==> config.mk <==
export PLATFORM = sky130hd
export DESIGN_NAME = rvDecodeStage
export DESIGN_NICKNAME = d
export VERILOG_FILES = /design/src/common/rvDecodePkg.sv /design/src/decode/regFieldMap.sv /design/src/decode/opClassify.sv /design/src/decode/operandSelect.sv /design/src/logic/rvDecodeStage.sv
export SDC_FILE = /design/constraint.sdc
export NUM_CORES = 1
export LEC_CHECK = 0
export ABC_AREA = 1
export BUFFER_PORTS_ARGS = -buffer_cell sky130_fd_sc_hd__buf_2
export CORE_ASPECT_RATIO = 0.7
export CORE_MARGIN = 8
export CORE_UTILIZATION = 35
export DETAILED_ROUTE_END_ITERATION = 7
export PLACE_DENSITY = 0.64
export SKIP_LAST_GASP = 1
export SLEW_MARGIN = 20
export SYNTH_ARGS = -nofsm -noshare
export SYNTH_HDL_FRONTEND = slang
export SYNTH_HIERARCHICAL = 1
export SYNTH_SLANG_ARGS = --single-unit
==> constraint.sdc <==
create_clock -name clock -period 7.5 [get_ports clock]
set_input_delay 1.875 -clock clock [delete_from_list [all_inputs] [get_ports clock]]
set_output_delay 1.875 -clock clock [all_outputs]
set_load 0.01 [all_outputs]
==> src/common/rvDecodePkg.sv <==
// shared decode types; named core registers sit at 64 and up, so 011111 CSR maps may overlap them
package rvDecodePkg;

	// 7-bit core register index, 0 to 31 are the numbered registers
	typedef logic [6:0] regIdx_t;

	// decoded immediate, bit 32 carries the sign
	typedef logic [32:0] imm_t;

	// special registers of the core
	localparam regIdx_t regZzr   = 7'h40;
	localparam regIdx_t regLr    = 7'h41;
	localparam regIdx_t regSp    = 7'h42;
	localparam regIdx_t regGbr   = 7'h43;
	localparam regIdx_t regTbr   = 7'h44;
	localparam regIdx_t regDhr   = 7'h45;
	localparam regIdx_t regDlr   = 7'h46;
	localparam regIdx_t regPc    = 7'h47;
	localparam regIdx_t regImm   = 7'h48;
	localparam regIdx_t regCpuid = 7'h49;

	// micro-op commands, cmdInvOp must stay at zero
	typedef enum logic [5:0] {
		cmdInvOp  = 6'd0,
		cmdMovMr  = 6'd1,
		cmdMovRm  = 6'd2,
		cmdJcmp   = 6'd3,
		cmdJsr    = 6'd4,
		cmdJmp    = 6'd5,
		cmdAlu3   = 6'd6,
		cmdShad3  = 6'd7,
		cmdMulDiv = 6'd8,
		cmdIxt    = 6'd9,
		cmdMovRc  = 6'd10,
		cmdMovCr  = 6'd11,
		cmdLeaMr  = 6'd12,
		cmdMovIr  = 6'd13
	} uCmd_t;

	// index inside a command, idxNone is the reset value
	typedef enum logic [5:0] {
		idxNone    = 6'd0,
		// ALU
		idxAdd     = 6'd1,
		idxSub     = 6'd2,
		idxSlts    = 6'd3,
		idxSltu    = 6'd4,
		idxXor     = 6'd5,
		idxOr      = 6'd6,
		idxAnd     = 6'd7,
		// shifts
		idxShl     = 6'd8,
		idxShr     = 6'd9,
		idxSar     = 6'd10,
		// multiply and divide
		idxMul     = 6'd11,
		idxMulhs   = 6'd12,
		idxMulhsu  = 6'd13,
		idxMulhu   = 6'd14,
		idxDivs    = 6'd15,
		idxDivu    = 6'd16,
		idxMods    = 6'd17,
		idxModu    = 6'd18,
		// compare and branch
		idxEq      = 6'd19,
		idxNe      = 6'd20,
		idxLt      = 6'd21,
		idxGe      = 6'd22,
		idxLtu     = 6'd23,
		idxGeu     = 6'd24,
		// system
		idxSyscall = 6'd25,
		idxBreak   = 6'd26,
		idxRte     = 6'd27,
		idxSleep   = 6'd28,
		idxCpuid   = 6'd29
	} uIdx_t;

	// how the register fields feed the N, M and O selectors
	typedef enum logic [2:0] {
		formNone      = 3'd0,
		formRegReg    = 3'd1,
		formRegImmReg = 3'd2,
		formLoad      = 3'd3,
		formStore     = 3'd4,
		formBranch    = 3'd5,
		formPcDisp    = 3'd6,
		formImmReg    = 3'd7
	} opForm_t;

	// immediate layouts of the base encodings
	typedef enum logic [2:0] {
		immNone = 3'd0,
		immI    = 3'd1,
		immS    = 3'd2,
		immB    = 3'd3,
		immJ    = 3'd4,
		immU    = 3'd5
	} immKind_t;

endpackage

==> src/decode/regFieldMap.sv <==
// combinational only; CSRs outside the 011111, 101111 and 111111 groups read as the zero register
`timescale 1ns/1ps

module regFieldMap (
	input  logic [31:0]          inWord,
	output rvDecodePkg::regIdx_t mapN,
	output rvDecodePkg::regIdx_t mapM,
	output rvDecodePkg::regIdx_t mapO,
	output rvDecodePkg::regIdx_t mapCsr,
	output logic                 csrIsCpuid
);
	import rvDecodePkg::*;

	// low sixteen fields alias onto special registers
	function automatic regIdx_t mapGpr(input logic [4:0] field);
		regIdx_t idx;
		idx = {2'b00, field};
		if (!field[4]) begin
			case (field[3:0])
				4'd0: idx = regZzr;
				4'd1: idx = regLr;
				4'd2: idx = regSp;
				4'd3: idx = regGbr;
				4'd4: idx = regTbr;
				4'd5: idx = regDhr;
				// 14 and 15 fold onto R2 and R3
				4'd14: idx = 7'd2;
				4'd15: idx = 7'd3;
				default: idx = {2'b00, field};
			endcase
		end
		return idx;
	endfunction

	assign mapN = mapGpr(inWord[11:7]);
	assign mapM = mapGpr(inWord[19:15]);
	assign mapO = mapGpr(inWord[24:20]);

	always_comb begin
		mapCsr = regZzr;
		csrIsCpuid = 1'b0;
		casez (inWord[31:26])
			// control register space, bit 5 inverted
			6'b011111: begin
				mapCsr = {1'b1, ~inWord[25], inWord[24:20]};
			end
			6'b101111: begin
				mapCsr = {1'b0, inWord[25:20]};
			end
			// CPUID window, low bits give the leaf
			6'b111111: begin
				mapCsr = {1'b0, inWord[25:20]};
				csrIsCpuid = 1'b1;
			end
			default: begin
				mapCsr = regZzr;
			end
		endcase
	end

endmodule

==> src/decode/opClassify.sv <==
// combinational; only the RV32I base, M group and SYSTEM subset are kept, the rest decode as cmdInvOp
`timescale 1ns/1ps

module opClassify (
	input  logic [31:0]           inWord,
	output rvDecodePkg::uCmd_t    clsCmd,
	output rvDecodePkg::uIdx_t    clsIdx,
	output rvDecodePkg::opForm_t  clsForm,
	output rvDecodePkg::immKind_t clsImm,
	output logic [2:0]            clsWidth
);
	import rvDecodePkg::*;

	logic [4:0] opcode;
	logic [2:0] funct3;
	logic       alt;
	logic       isMulDiv;
	logic       isShift;
	logic       rdZero;
	logic       rs1Zero;
	logic       csrCpuid;

	assign opcode   = inWord[6:2];
	assign funct3   = inWord[14:12];
	// bit 30 picks sub and arithmetic shift
	assign alt      = inWord[30];
	assign isMulDiv = (inWord[31:25] == 7'h01);
	assign isShift  = (funct3[1:0] == 2'b01);
	assign rdZero   = (inWord[11:7] == 5'd0);
	assign rs1Zero  = (inWord[19:15] == 5'd0);
	assign csrCpuid = (inWord[31:26] == 6'b111111);

	// shared by OP and OP-IMM, sub only exists in the register form
	function automatic uIdx_t aluIndex(input logic [2:0] f3, input logic a, input logic isReg);
		uIdx_t idx;
		case (f3)
			3'b000: idx = (isReg && a) ? idxSub : idxAdd;
			3'b001: idx = idxShl;
			3'b010: idx = idxSlts;
			3'b011: idx = idxSltu;
			3'b100: idx = idxXor;
			3'b101: idx = a ? idxSar : idxShr;
			3'b110: idx = idxOr;
			default: idx = idxAnd;
		endcase
		return idx;
	endfunction

	always_comb begin
		clsCmd   = cmdInvOp;
		clsIdx   = idxNone;
		clsForm  = formNone;
		clsImm   = immNone;
		clsWidth = 3'b000;
		if (inWord[1:0] == 2'b11) begin
			case (opcode)
				// LOAD
				5'b00000: begin
					clsCmd   = cmdMovMr;
					clsForm  = formLoad;
					clsImm   = immI;
					clsWidth = funct3;
				end
				// STORE
				5'b01000: begin
					clsCmd   = cmdMovRm;
					clsForm  = formStore;
					clsImm   = immS;
					clsWidth = funct3;
				end
				// BRANCH, reserved 010 and 011 fall back to eq
				5'b11000: begin
					clsCmd  = cmdJcmp;
					clsForm = formBranch;
					clsImm  = immB;
					case (funct3)
						3'b001: clsIdx = idxNe;
						3'b100: clsIdx = idxLt;
						3'b101: clsIdx = idxGe;
						3'b110: clsIdx = idxLtu;
						3'b111: clsIdx = idxGeu;
						default: clsIdx = idxEq;
					endcase
				end
				// JALR
				5'b11001: begin
					clsCmd  = cmdJsr;
					clsForm = formRegImmReg;
					clsImm  = immI;
				end
				// JAL
				5'b11011: begin
					clsCmd  = cmdJsr;
					clsForm = formPcDisp;
					clsImm  = immJ;
				end
				// OP-IMM
				5'b00100: begin
					clsCmd  = isShift ? cmdShad3 : cmdAlu3;
					clsIdx  = aluIndex(funct3, alt, 1'b0);
					clsForm = formRegImmReg;
					clsImm  = immI;
				end
				// OP, funct7 of 1 is the multiply/divide group
				5'b01100: begin
					clsForm = formRegReg;
					if (isMulDiv) begin
						clsCmd = cmdMulDiv;
						case (funct3)
							3'b000: clsIdx = idxMul;
							3'b001: clsIdx = idxMulhs;
							3'b010: clsIdx = idxMulhsu;
							3'b011: clsIdx = idxMulhu;
							3'b100: clsIdx = idxDivs;
							3'b101: clsIdx = idxDivu;
							3'b110: clsIdx = idxMods;
							default: clsIdx = idxModu;
						endcase
					end else begin
						clsCmd = isShift ? cmdShad3 : cmdAlu3;
						clsIdx = aluIndex(funct3, alt, 1'b1);
					end
				end
				// AUIPC
				5'b00101: begin
					clsCmd  = cmdLeaMr;
					clsForm = formPcDisp;
					clsImm  = immU;
				end
				// LUI
				5'b01101: begin
					clsCmd  = cmdMovIr;
					clsForm = formImmReg;
					clsImm  = immU;
				end
				// SYSTEM
				5'b11100: begin
					case (funct3)
						3'b000: begin
							case (inWord[23:20])
								4'h0: clsIdx = idxSyscall;
								4'h1: clsIdx = idxBreak;
								4'h2: clsIdx = idxRte;
								4'h5: clsIdx = idxSleep;
								default: clsIdx = idxNone;
							endcase
							if (clsIdx != idxNone) begin
								clsCmd = cmdIxt;
							end
						end
						3'b001: begin
							if (rdZero) begin
								clsCmd  = cmdMovRc;
								clsForm = formRegReg;
							end
						end
						3'b010, 3'b011: begin
							if (rs1Zero) begin
								clsCmd  = cmdMovCr;
								clsForm = formRegReg;
							end
							// CPUID only on the read form
							if (csrCpuid && !funct3[0]) begin
								clsCmd  = cmdIxt;
								clsIdx  = idxCpuid;
								clsForm = formRegReg;
							end
						end
						default: begin
							clsCmd = cmdInvOp;
						end
					endcase
				end
				default: begin
					clsCmd = cmdInvOp;
				end
			endcase
		end
	end

endmodule

==> src/decode/operandSelect.sv <==
// combinational; clock and rst only feed the checks, user mode refuses any rd field of 4
`timescale 1ns/1ps

module operandSelect #(
	parameter bit StallAssertions = 1'b1
) (
	input  logic                  clock,
	input  logic                  rst,
	input  logic [31:0]           inWord,
	input  logic                  userMode,
	input  rvDecodePkg::regIdx_t  mapN,
	input  rvDecodePkg::regIdx_t  mapM,
	input  rvDecodePkg::regIdx_t  mapO,
	input  rvDecodePkg::regIdx_t  mapCsr,
	input  logic                  csrIsCpuid,
	input  rvDecodePkg::uCmd_t    clsCmd,
	input  rvDecodePkg::uIdx_t    clsIdx,
	input  rvDecodePkg::opForm_t  clsForm,
	input  rvDecodePkg::immKind_t clsImm,
	input  logic [2:0]            clsWidth,
	output rvDecodePkg::uCmd_t    selCmd,
	output rvDecodePkg::uIdx_t    selIdx,
	output rvDecodePkg::regIdx_t  selRegN,
	output rvDecodePkg::regIdx_t  selRegM,
	output rvDecodePkg::regIdx_t  selRegO,
	output rvDecodePkg::imm_t     selImm
);
	import rvDecodePkg::*;

	logic rdZero;
	logic refused;

	assign rdZero  = (inWord[11:7] == 5'd0);
	// raw rd field, before aliasing
	assign refused = userMode && (inWord[11:7] == 5'd4);

	always_comb begin
		case (clsImm)
			immI: selImm = {{21{inWord[31]}}, inWord[31:20]};
			immS: selImm = {{21{inWord[31]}}, inWord[31:25], inWord[11:7]};
			// branch displacement stays in halfword units
			immB: selImm = {{21{inWord[31]}}, inWord[31], inWord[7], inWord[30:25], inWord[11:8]};
			immJ: selImm = {{14{inWord[31]}}, inWord[19:12], inWord[20], inWord[30:21]};
			immU: selImm = {1'b0, inWord[31:12], 12'h000};
			default: selImm = '0;
		endcase
	end

	always_comb begin
		selRegN = regZzr;
		selRegM = regZzr;
		selRegO = regZzr;
		case (clsForm)
			formRegReg: begin
				selRegN = mapN;
				selRegM = mapM;
				selRegO = mapO;
				if (clsCmd == cmdMovCr) begin
					selRegM = mapCsr;
				end
				if (clsCmd == cmdMovRc) begin
					selRegN = mapCsr;
				end
				// leaf number in M, CPUID source in O
				if (clsCmd == cmdIxt && csrIsCpuid) begin
					selRegM = mapCsr;
					selRegO = regCpuid;
				end
			end
			formRegImmReg, formLoad: begin
				selRegN = mapN;
				selRegM = mapM;
				selRegO = regImm;
			end
			formStore: begin
				selRegN = mapO;
				selRegM = mapM;
				selRegO = regImm;
			end
			formBranch: begin
				selRegM = mapM;
				selRegO = mapO;
			end
			formPcDisp: begin
				selRegN = mapN;
				selRegM = regPc;
				selRegO = regImm;
			end
			formImmReg: begin
				selRegN = mapN;
				selRegM = regImm;
			end
			default: begin
				selRegN = regZzr;
			end
		endcase
	end

	always_comb begin
		selCmd = clsCmd;
		// link to the zero register is a plain jump
		if (clsCmd == cmdJsr && rdZero) begin
			selCmd = cmdJmp;
		end
		if (refused) begin
			selCmd = cmdInvOp;
		end
	end

	assign selIdx = clsIdx;

	refuseCheck: assert property (@(posedge clock) disable iff (rst)
		refused |-> selCmd == cmdInvOp);

	if (StallAssertions) begin : gStable
		// a held word keeps the whole micro-op steady
		holdCheck: assert property (@(posedge clock) disable iff (rst)
			$stable(inWord) && $stable(userMode) |->
				$stable(selCmd) && $stable(selIdx) && $stable(selImm) &&
				$stable(selRegN) && $stable(selRegM) && $stable(selRegO));
	end

endmodule

==> src/logic/rvDecodeStage.sv <==
// one-entry registered decode stage; accepts one word per cycle, result valid one cycle later
`timescale 1ns/1ps

module rvDecodeStage #(
	parameter bit StallAssertions = 1'b1
) (
	input  logic                 clock,
	input  logic                 rst,
	input  logic                 inValid,
	input  logic [31:0]          inWord,
	input  logic                 userMode,
	input  logic                 outReady,
	output logic                 inReady,
	output logic                 outValid,
	output rvDecodePkg::uCmd_t   outCmd,
	output rvDecodePkg::uIdx_t   outIdx,
	output rvDecodePkg::regIdx_t outRegN,
	output rvDecodePkg::regIdx_t outRegM,
	output rvDecodePkg::regIdx_t outRegO,
	output rvDecodePkg::imm_t    outImm,
	output logic [2:0]           outWidth
);
	import rvDecodePkg::*;

	regIdx_t  mapN;
	regIdx_t  mapM;
	regIdx_t  mapO;
	regIdx_t  mapCsr;
	logic     csrIsCpuid;
	uCmd_t    clsCmd;
	uIdx_t    clsIdx;
	opForm_t  clsForm;
	immKind_t clsImm;
	logic [2:0] clsWidth;
	uCmd_t    selCmd;
	uIdx_t    selIdx;
	regIdx_t  selRegN;
	regIdx_t  selRegM;
	regIdx_t  selRegO;
	imm_t     selImm;

	regFieldMap fieldMap (
		.inWord(inWord),
		.mapN(mapN),
		.mapM(mapM),
		.mapO(mapO),
		.mapCsr(mapCsr),
		.csrIsCpuid(csrIsCpuid)
	);

	opClassify classify (
		.inWord(inWord),
		.clsCmd(clsCmd),
		.clsIdx(clsIdx),
		.clsForm(clsForm),
		.clsImm(clsImm),
		.clsWidth(clsWidth)
	);

	operandSelect #(
		.StallAssertions(StallAssertions)
	) select (
		.clock(clock),
		.rst(rst),
		.inWord(inWord),
		.userMode(userMode),
		.mapN(mapN),
		.mapM(mapM),
		.mapO(mapO),
		.mapCsr(mapCsr),
		.csrIsCpuid(csrIsCpuid),
		.clsCmd(clsCmd),
		.clsIdx(clsIdx),
		.clsForm(clsForm),
		.clsImm(clsImm),
		.clsWidth(clsWidth),
		.selCmd(selCmd),
		.selIdx(selIdx),
		.selRegN(selRegN),
		.selRegM(selRegM),
		.selRegO(selRegO),
		.selImm(selImm)
	);

	// free slot, or the held result leaves this edge
	assign inReady = !outValid || outReady;

	always_ff @(posedge clock) begin
		if (rst) begin
			outValid <= 1'b0;
			outCmd   <= cmdInvOp;
			outIdx   <= idxNone;
			outRegN  <= '0;
			outRegM  <= '0;
			outRegO  <= '0;
			outImm   <= '0;
			outWidth <= 3'b000;
		end else if (inReady) begin
			outValid <= inValid;
			if (inValid) begin
				outCmd   <= selCmd;
				outIdx   <= selIdx;
				outRegN  <= selRegN;
				outRegM  <= selRegM;
				outRegO  <= selRegO;
				outImm   <= selImm;
				outWidth <= clsWidth;
			end
		end
	end

	if (StallAssertions) begin : gStall
		// back-pressure freezes the whole output slot
		stallCheck: assert property (@(posedge clock) disable iff (rst)
			outValid && !outReady |=>
				outValid && $stable(outCmd) && $stable(outIdx) && $stable(outImm) &&
				$stable(outRegN) && $stable(outRegM) && $stable(outRegO) &&
				$stable(outWidth));
	end

endmodule

==> results by group, run 1 <==
Setup path
  • CP top delay family: simple AND/OR/NAND/NOR gates
  • R2r startpoint: outValid
  • Reg-to-reg endpoint: outImm[18]
  • Most common cell on crit path: buf_2
  • Crit-path max cell delay: 0.43 ns
  • CP max FO: 59
  • Worst path required time: 5.62 ns
  • Slowest CP cell: nand2_4
  • CP Buf/Inv Count: 3
  • Setup crit start kind: input port
  • Critical Path End Type: output port
  • Crit Path Class: input port to output port
  • CP cell instances: buf_2 -> inv_2 -> nand2_4 -> buf_2
  • Internal reg-to-reg setup slack: 5.40 ns
  • Worst Reg2Reg Path Length in Cells: 5
  • CP arrival: 2.69 ns

Timing
  • Final Hold Viols: 0
  • Min Tclk post-route: 4.56 ns
  • Final Max Slew Viols: 0
  • Tcrit/Tclk final: 60.9%
  • # setup viols final: 0
  • RSZ-0062 raised after global routing: no
  • Final setup TNS: 0 ns
  • Maximum clock rate: 219 MHz
  • Worst slew pin tran: 0.971 ns
  • Clk_skew: 0.00656 ns
  • WHS: 0.472 ns
  • Slew headroom: 35.0%

Clocking
  • Num CTS Buffers: 9
  • Clock Path Buffers: 2
  • Post-CTS sizing: 0
  • H-tree Lvls: 3
  • Clk pin slew, worst setup/hold paths: 0.06 ns
  • Clock sink count: 70
  • Post-CTS Setup Repair Bufs: 0
  • Clock root buffer: clkbuf_16
  • Number of hold buffers added after cts: 0
  • CTS tree: yes
  • Clock Latency Late Sink: 0.33 ns

Detailed routing
  • Vias/cell: 4.85
  • Via count: 6,310
  • Met2 WL: 7.23 mm
  • Drt first-iter violations: 686
  • Final antenna-violating net count: 0
  • First drt pass iteration count: 5
  • WL final: 18.3 mm
  • Uppermost routed layer: met5
  • Metal3 WL: 1.49 mm
  • # DRC: 0
  • Wirelength per Cell: 14.0 um
  • Met1 wire length: 9.37 mm

Floorplan
  • Core Footprint: 16,200 um2
  • Boundary pin count: 108
  • Die Y: 123 um
  • Cell Rows: 39
  • Die X: 169 um
  • Die ar.: 20,800 um2
  • Starting density of the core: 35.5%

Placement
  • Detailed-placement wirelength estimate: 13.9 mm
  • GP Congestion: 0.921
  • Cell Area, Placed: 6200 um2
  • Port Buf Inserts: 107

Yosys
  • Cells after synthesis: 1,012
  • Synth Cell Area: 5730 um2
  • Top cells by count, synth: nand2_1, inv_1, nand3_1
  • Count leader, synth: nand2_1
  • FFs w/ async S/R, synth: 0%
  • Post-synth EDFFs: 0
  • Yosys top cell area share: 24.4%
  • Cell taking the most area after synthesis: dfxtp_1
  • #FFs+latches synth: 70
  • Largest cells by area after synthesis: dfxtp_1, nand2_1, inv_1, nand3_1, nor2_1
  • YS warnings: 6
  • Syn Area/Cell: 5.67 um2
  • Seq/Total Area, Yosys: 24.4%
  • Post-synth cell types: 38
  • Synth Flop Type: dfxtp_1

Cells and area
  • Nets: 1,116
  • Synthesis-to-finish area growth: 13.8%
  • Layout cell share with drive strength beyond 1: 14.5%
  • Inserted Diodes: 0
  • Final instance area: 6530 um2

Job
  • Max-cap violation count: 0

Outcome
  • Status: completed

GRT
  • All-layer global routing usage: 17.6%
  • Initial antenna violation count: 1
  • Overflow after GRT: 0
  • First-pass GRT wire length: 30.1 mm
  • Number of global-route vias before repair: 5,719
  • Largest net degree at the start of global routing: 83

Hold path
  • Hold WC Path Type: flop to flop
  • Min-Delay Path Depth: 2
  • Worst Hold Launch: outImm[0]
  • Hold endpoint: outImm[0]

Power
  • Leak: 0.00337 uW
  • Peak supply drop: 0.0000836 V
  • Pwr Total: 1110 uW
  • Pwr dens: 170 nW/um2
## worst max-delay path by stage
stage                from    endpoint  cells past startpoint
2_1_floorplan    outReady     inReady                      4
3_3_place_gp   inWord[13]  outRegN[3]                     18
3_5_place_dp   inWord[13]  outRegN[2]                     18
4_1_cts          outReady     inReady                      4
5_1_grt        inWord[13]  outRegO[0]                     17
6_report         outReady     inReady                      4
## cells in the final DEF (no fill, tap or decap), types with 6 or more instances in the layout
| master | netlist | routed |
|---|---|---|
| nor3_1 | 8 | 8 |
| nand2_1 | 221 | 221 |
| conb_1 | 2 | 6 |
| buf_2 | 24 | 106 |
| inv_2 | 7 | 7 |
| clkbuf_16 | 0 | 9 |
| a31oi_1 | 10 | 10 |
| dfxtp_1 | 70 | 70 |
| nor2_4 | 7 | 7 |
| o21ai_0 | 29 | 29 |
| ha_1 | 7 | 7 |
| nand3_1 | 138 | 138 |
| o22ai_1 | 13 | 13 |
| inv_1 | 185 | 185 |
| a21oi_1 | 90 | 90 |
| nor2_1 | 127 | 127 |
## per-stage QoR
| stage | instances | util (%) | setup slack, ns |
|---|---|---|---|
| 2_1_floorplan | 1016 | - | 3.37 |
| 3_3_place_gp | 1286 | 38.4 | 2.85 |
| 3_5_place_dp | 1286 | 38.4 | 2.85 |
| 4_1_cts | 1302 | 40.4 | 2.94 |
| 5_1_grt | 1302 | 40.4 | 2.81 |
| 6_report | 1302 | 40.4 | 2.94 |
## sequential cells by signal, indices dropped and copies added, names as in the netlist
signal,flops
outRegN,7
outRegO,7
outValid,1
outWidth,3
outIdx,6
outRegM,7
outImm,33
outCmd,6
## cell families (layout without fill, tap and decap cells)
logic type,count (synthesis),in the layout,share of synthesized area [%]
AOI/OAI and AO/OA,155,155,14.7
adders and majority gates,7,7,1.53
buffers and inverters,260,321,19.9
DFF,70,70,24.4
other,2,6,0.131
and+or+nand+nor,518,518,39.3
## power breakdown
| group | total [uW] | internal [uW] | switching (uW) |
|---|---|---|---|
| logic | 221 | 74.6 | 147 |
| registers | 410 | 397 | 13.3 |
| clock network | 481 | 297 | 184 |
## area by class of cell
class / count / area, um2
fill: 1817 / 9630
multi-input combinational: 686 / 3210
timing repair buffer: 110 / 561
clock buffer: 9 / 225
sequential: 70 / 1400
clock inverter: 7 / 105
inverter: 195 / 739
tap: 225 / 282
## tightest hold or removal path, stage by stage (launching register included)
cell	delay, ns
dfxtp_1	0.32
a21oi_1	0.04
nor2_1	0.08
## routing by layer
metal	vias up	global-route usage (%)
met4	2	3.25
met2	224	25.7
met5	-	0
li1	3262	-
met3	18	4.05
met1	2804	26.1
(Power assumes the default switching activity.)
==> run 2: changes to the inputs <==
- clock period: 7.5 -> 4.7 ns (I/O delays scaled with it)
==> results by group, run 2 (synthesis gave the netlist of run 1 again) <==
Outcome
  • Status: completed

Detailed routing
  • Final antenna-violating net count: 0
  • # DRC: 0
  • WL final: 18.5 mm
  • Vias/cell: 4.86
  • Drt first-iter violations: 714
  • First drt pass iteration count: 6
  • Via count: 6,335
  • Wirelength per Cell: 14.2 um

Placement
  • GP Congestion: 0.972
  • Detailed-placement wirelength estimate: 14.1 mm
  • Port Buf Inserts: 107
  • Placed cells: 1,288

Clocking
  • Post-CTS sizing: 0
  • Post-CTS Setup Repair Bufs: 0
  • Clk pin slew, worst setup/hold paths: 0.06 ns
  • Clock Latency Late Sink: 0.35 ns
  • Clock root buffer: clkbuf_16
  • CTS tree: yes
  • Clock sink count: 70
  • Clock Path Buffers: 2
  • Number of hold buffers added after cts: 0
  • H-tree Lvls: 3
  • Num CTS Buffers: 9

Timing
  • WHS: 0.471 ns
  • Clk_skew: 0.00528 ns
  • # setup viols final: 0
  • Worst slew pin tran: 0.817 ns
  • Tcrit/Tclk final: 73.4%
  • Final setup TNS: 0 ns
  • Slew headroom: 45.4%
  • Maximum clock rate: 290 MHz
  • Final Max Slew Viols: 0
  • Final Hold Viols: 0
  • RSZ-0062 raised after global routing: no
  • Min Tclk post-route: 3.45 ns

Hold path
  • Min-Delay Path Depth: 2
  • Hold WC Path Type: flop to flop

Cells and area
  • Inserted Diodes: 0
  • Synthesis-to-finish area growth: 13.2%
  • Commonest non-fill, non-tap cell in the layout: nand2_1
  • Max FFs per register: 33
  • Commonest non-fill, non-tap cells in the layout: nand2_1, inv_1, nand3_1, nor2_1, buf_2
  • Largest reg by FF count: outImm
  • Nets: 1,118
  • Layout cell share with drive strength beyond 1: 14.6%
  • Final Non-Filler Cells: 1,303

GRT
  • Largest net degree at the start of global routing: 83
  • Overflow after GRT: 0
  • First-pass GRT wire length: 30.5 mm
  • Number of global-route vias before repair: 5,856
  • All-layer global routing usage: 18.0%
  • Initial antenna violation count: 0

Setup path
  • CP top delay family: simple AND/OR/NAND/NOR gates
  • Worst path required time: 4.94 ns
  • Crit-path max cell delay: 0.30 ns
  • CP cell instances: buf_2 -> inv_1 -> ha_1 -> inv_1 -> nor2_1 -> nand3_1 -> nand2_1 -> inv_1 -> nand2_1 -> nand2_1 -> a21oi_1 -> nand2_1 -> nor2_4 -> nand4_1 -> nand3_1 -> inv_1 -> inv_1 -> nand3_1 -> nand2_1 -> nor2_1
  • Worst Reg2Reg Path Length in Cells: 5
  • CP max FO: 8
  • CP Buf/Inv Count: 6
  • Setup crit start kind: input port
  • Slowest CP cell: a21oi_1
  • Crit Path Class: input port to flop
  • Critical Path End Type: flop
  • Levels on crit path: 20
  • CP arrival: 3.69 ns

Power
  • Pwr dens: 252 nW/um2
  • Leak: 0.00336 uW
  • Switch share: 32.3%
  • Register share of total power: 40.0%
  • Clock power share: 38.1%
  • Sw power: 527 uW
  • Peak supply drop: 0.000127 V
  • Combinational share of power: 21.9%
  • Internal power: 1110 uW

Floorplan
  • Die ar.: 20,800 um2
  • Core Footprint: 16,200 um2
  • Die X: 169 um
  • Starting density of the core: 35.5%
  • Cell Rows: 39
  • Die Y: 123 um
  • Boundary pin count: 108

Job
  • Max-cap violation count: 0
[run 2: worst paths after layout]
path / start / to / slack (ns)
hold reg to reg: outRegO[1] / outRegO[1] / 0.47
setup / recovery: inWord[13] / outRegO[4] / 1.25
setup reg to reg: outValid / outImm[28] / 2.68
hold / removal: outRegO[1] / outRegO[1] / 0.47
[run 2: layout make-up]
| class | instances | area, um2 |
|---|---|---|
| fillers | 1824 | 9660 |
| multi-input cells | 686 | 3210 |
| flip-flops and latches | 70 | 1400 |
| inverters | 195 | 739 |
| repair buffers | 112 | 588 |
| well taps | 225 | 282 |
| clock buffers | 9 | 225 |
| clock inverters | 6 | 38.8 |
[run 2: routing by layer]
| metal | GRT usage (%) | vias up | part of all wire [%] |
|---|---|---|---|
| met5 | 0 | - | 0 |
| met4 | 4.52 | 0 | 1.2 |
| met3 | 4.56 | 17 | 7.9 |
| met2 | 26.0 | 216 | 39 |
| met1 | 26.2 | 2829 | 52 |
| li1 | - | 3273 | - |
[run 2: stage by stage]
| stage | total power, uW | utilization (%) | setup slack (ns) | instance area, um2 |
|---|---|---|---|---|
| 2_1_floorplan | 908 | - | 1.48 | 5750 |
| 3_3_place_gp | 1020 | 38.5 | 1.02 | 6220 |
| 3_5_place_dp | 1020 | 38.5 | 0.942 | 6220 |
| 4_1_cts | 1650 | 40.2 | 1.31 | 6490 |
| 5_1_grt | 1730 | 40.2 | 0.800 | 6490 |
| 6_report | 1630 | 40.2 | 1.25 | 6490 |
[run 2: power groups by stage]
stage | clock network, uW | registers [uW] | logic, uW
final | 622 | 654 | 357
after global routing | 666 | 658 | 405
after CTS | 647 | 654 | 354
after detailed placement | 0 | 666 | 353
after global placement | 0 | 666 | 354
after floorplan | 0 | 684 | 224
[run 2: worst reg2reg max path, stage by stage (launching register included)]
cell and delay, ns:
dfxtp_1 0.33, nand2_4 0.46, buf_4 0.75, nand3_1 0.19, nand2_1 0.13, nor2_1 0.05
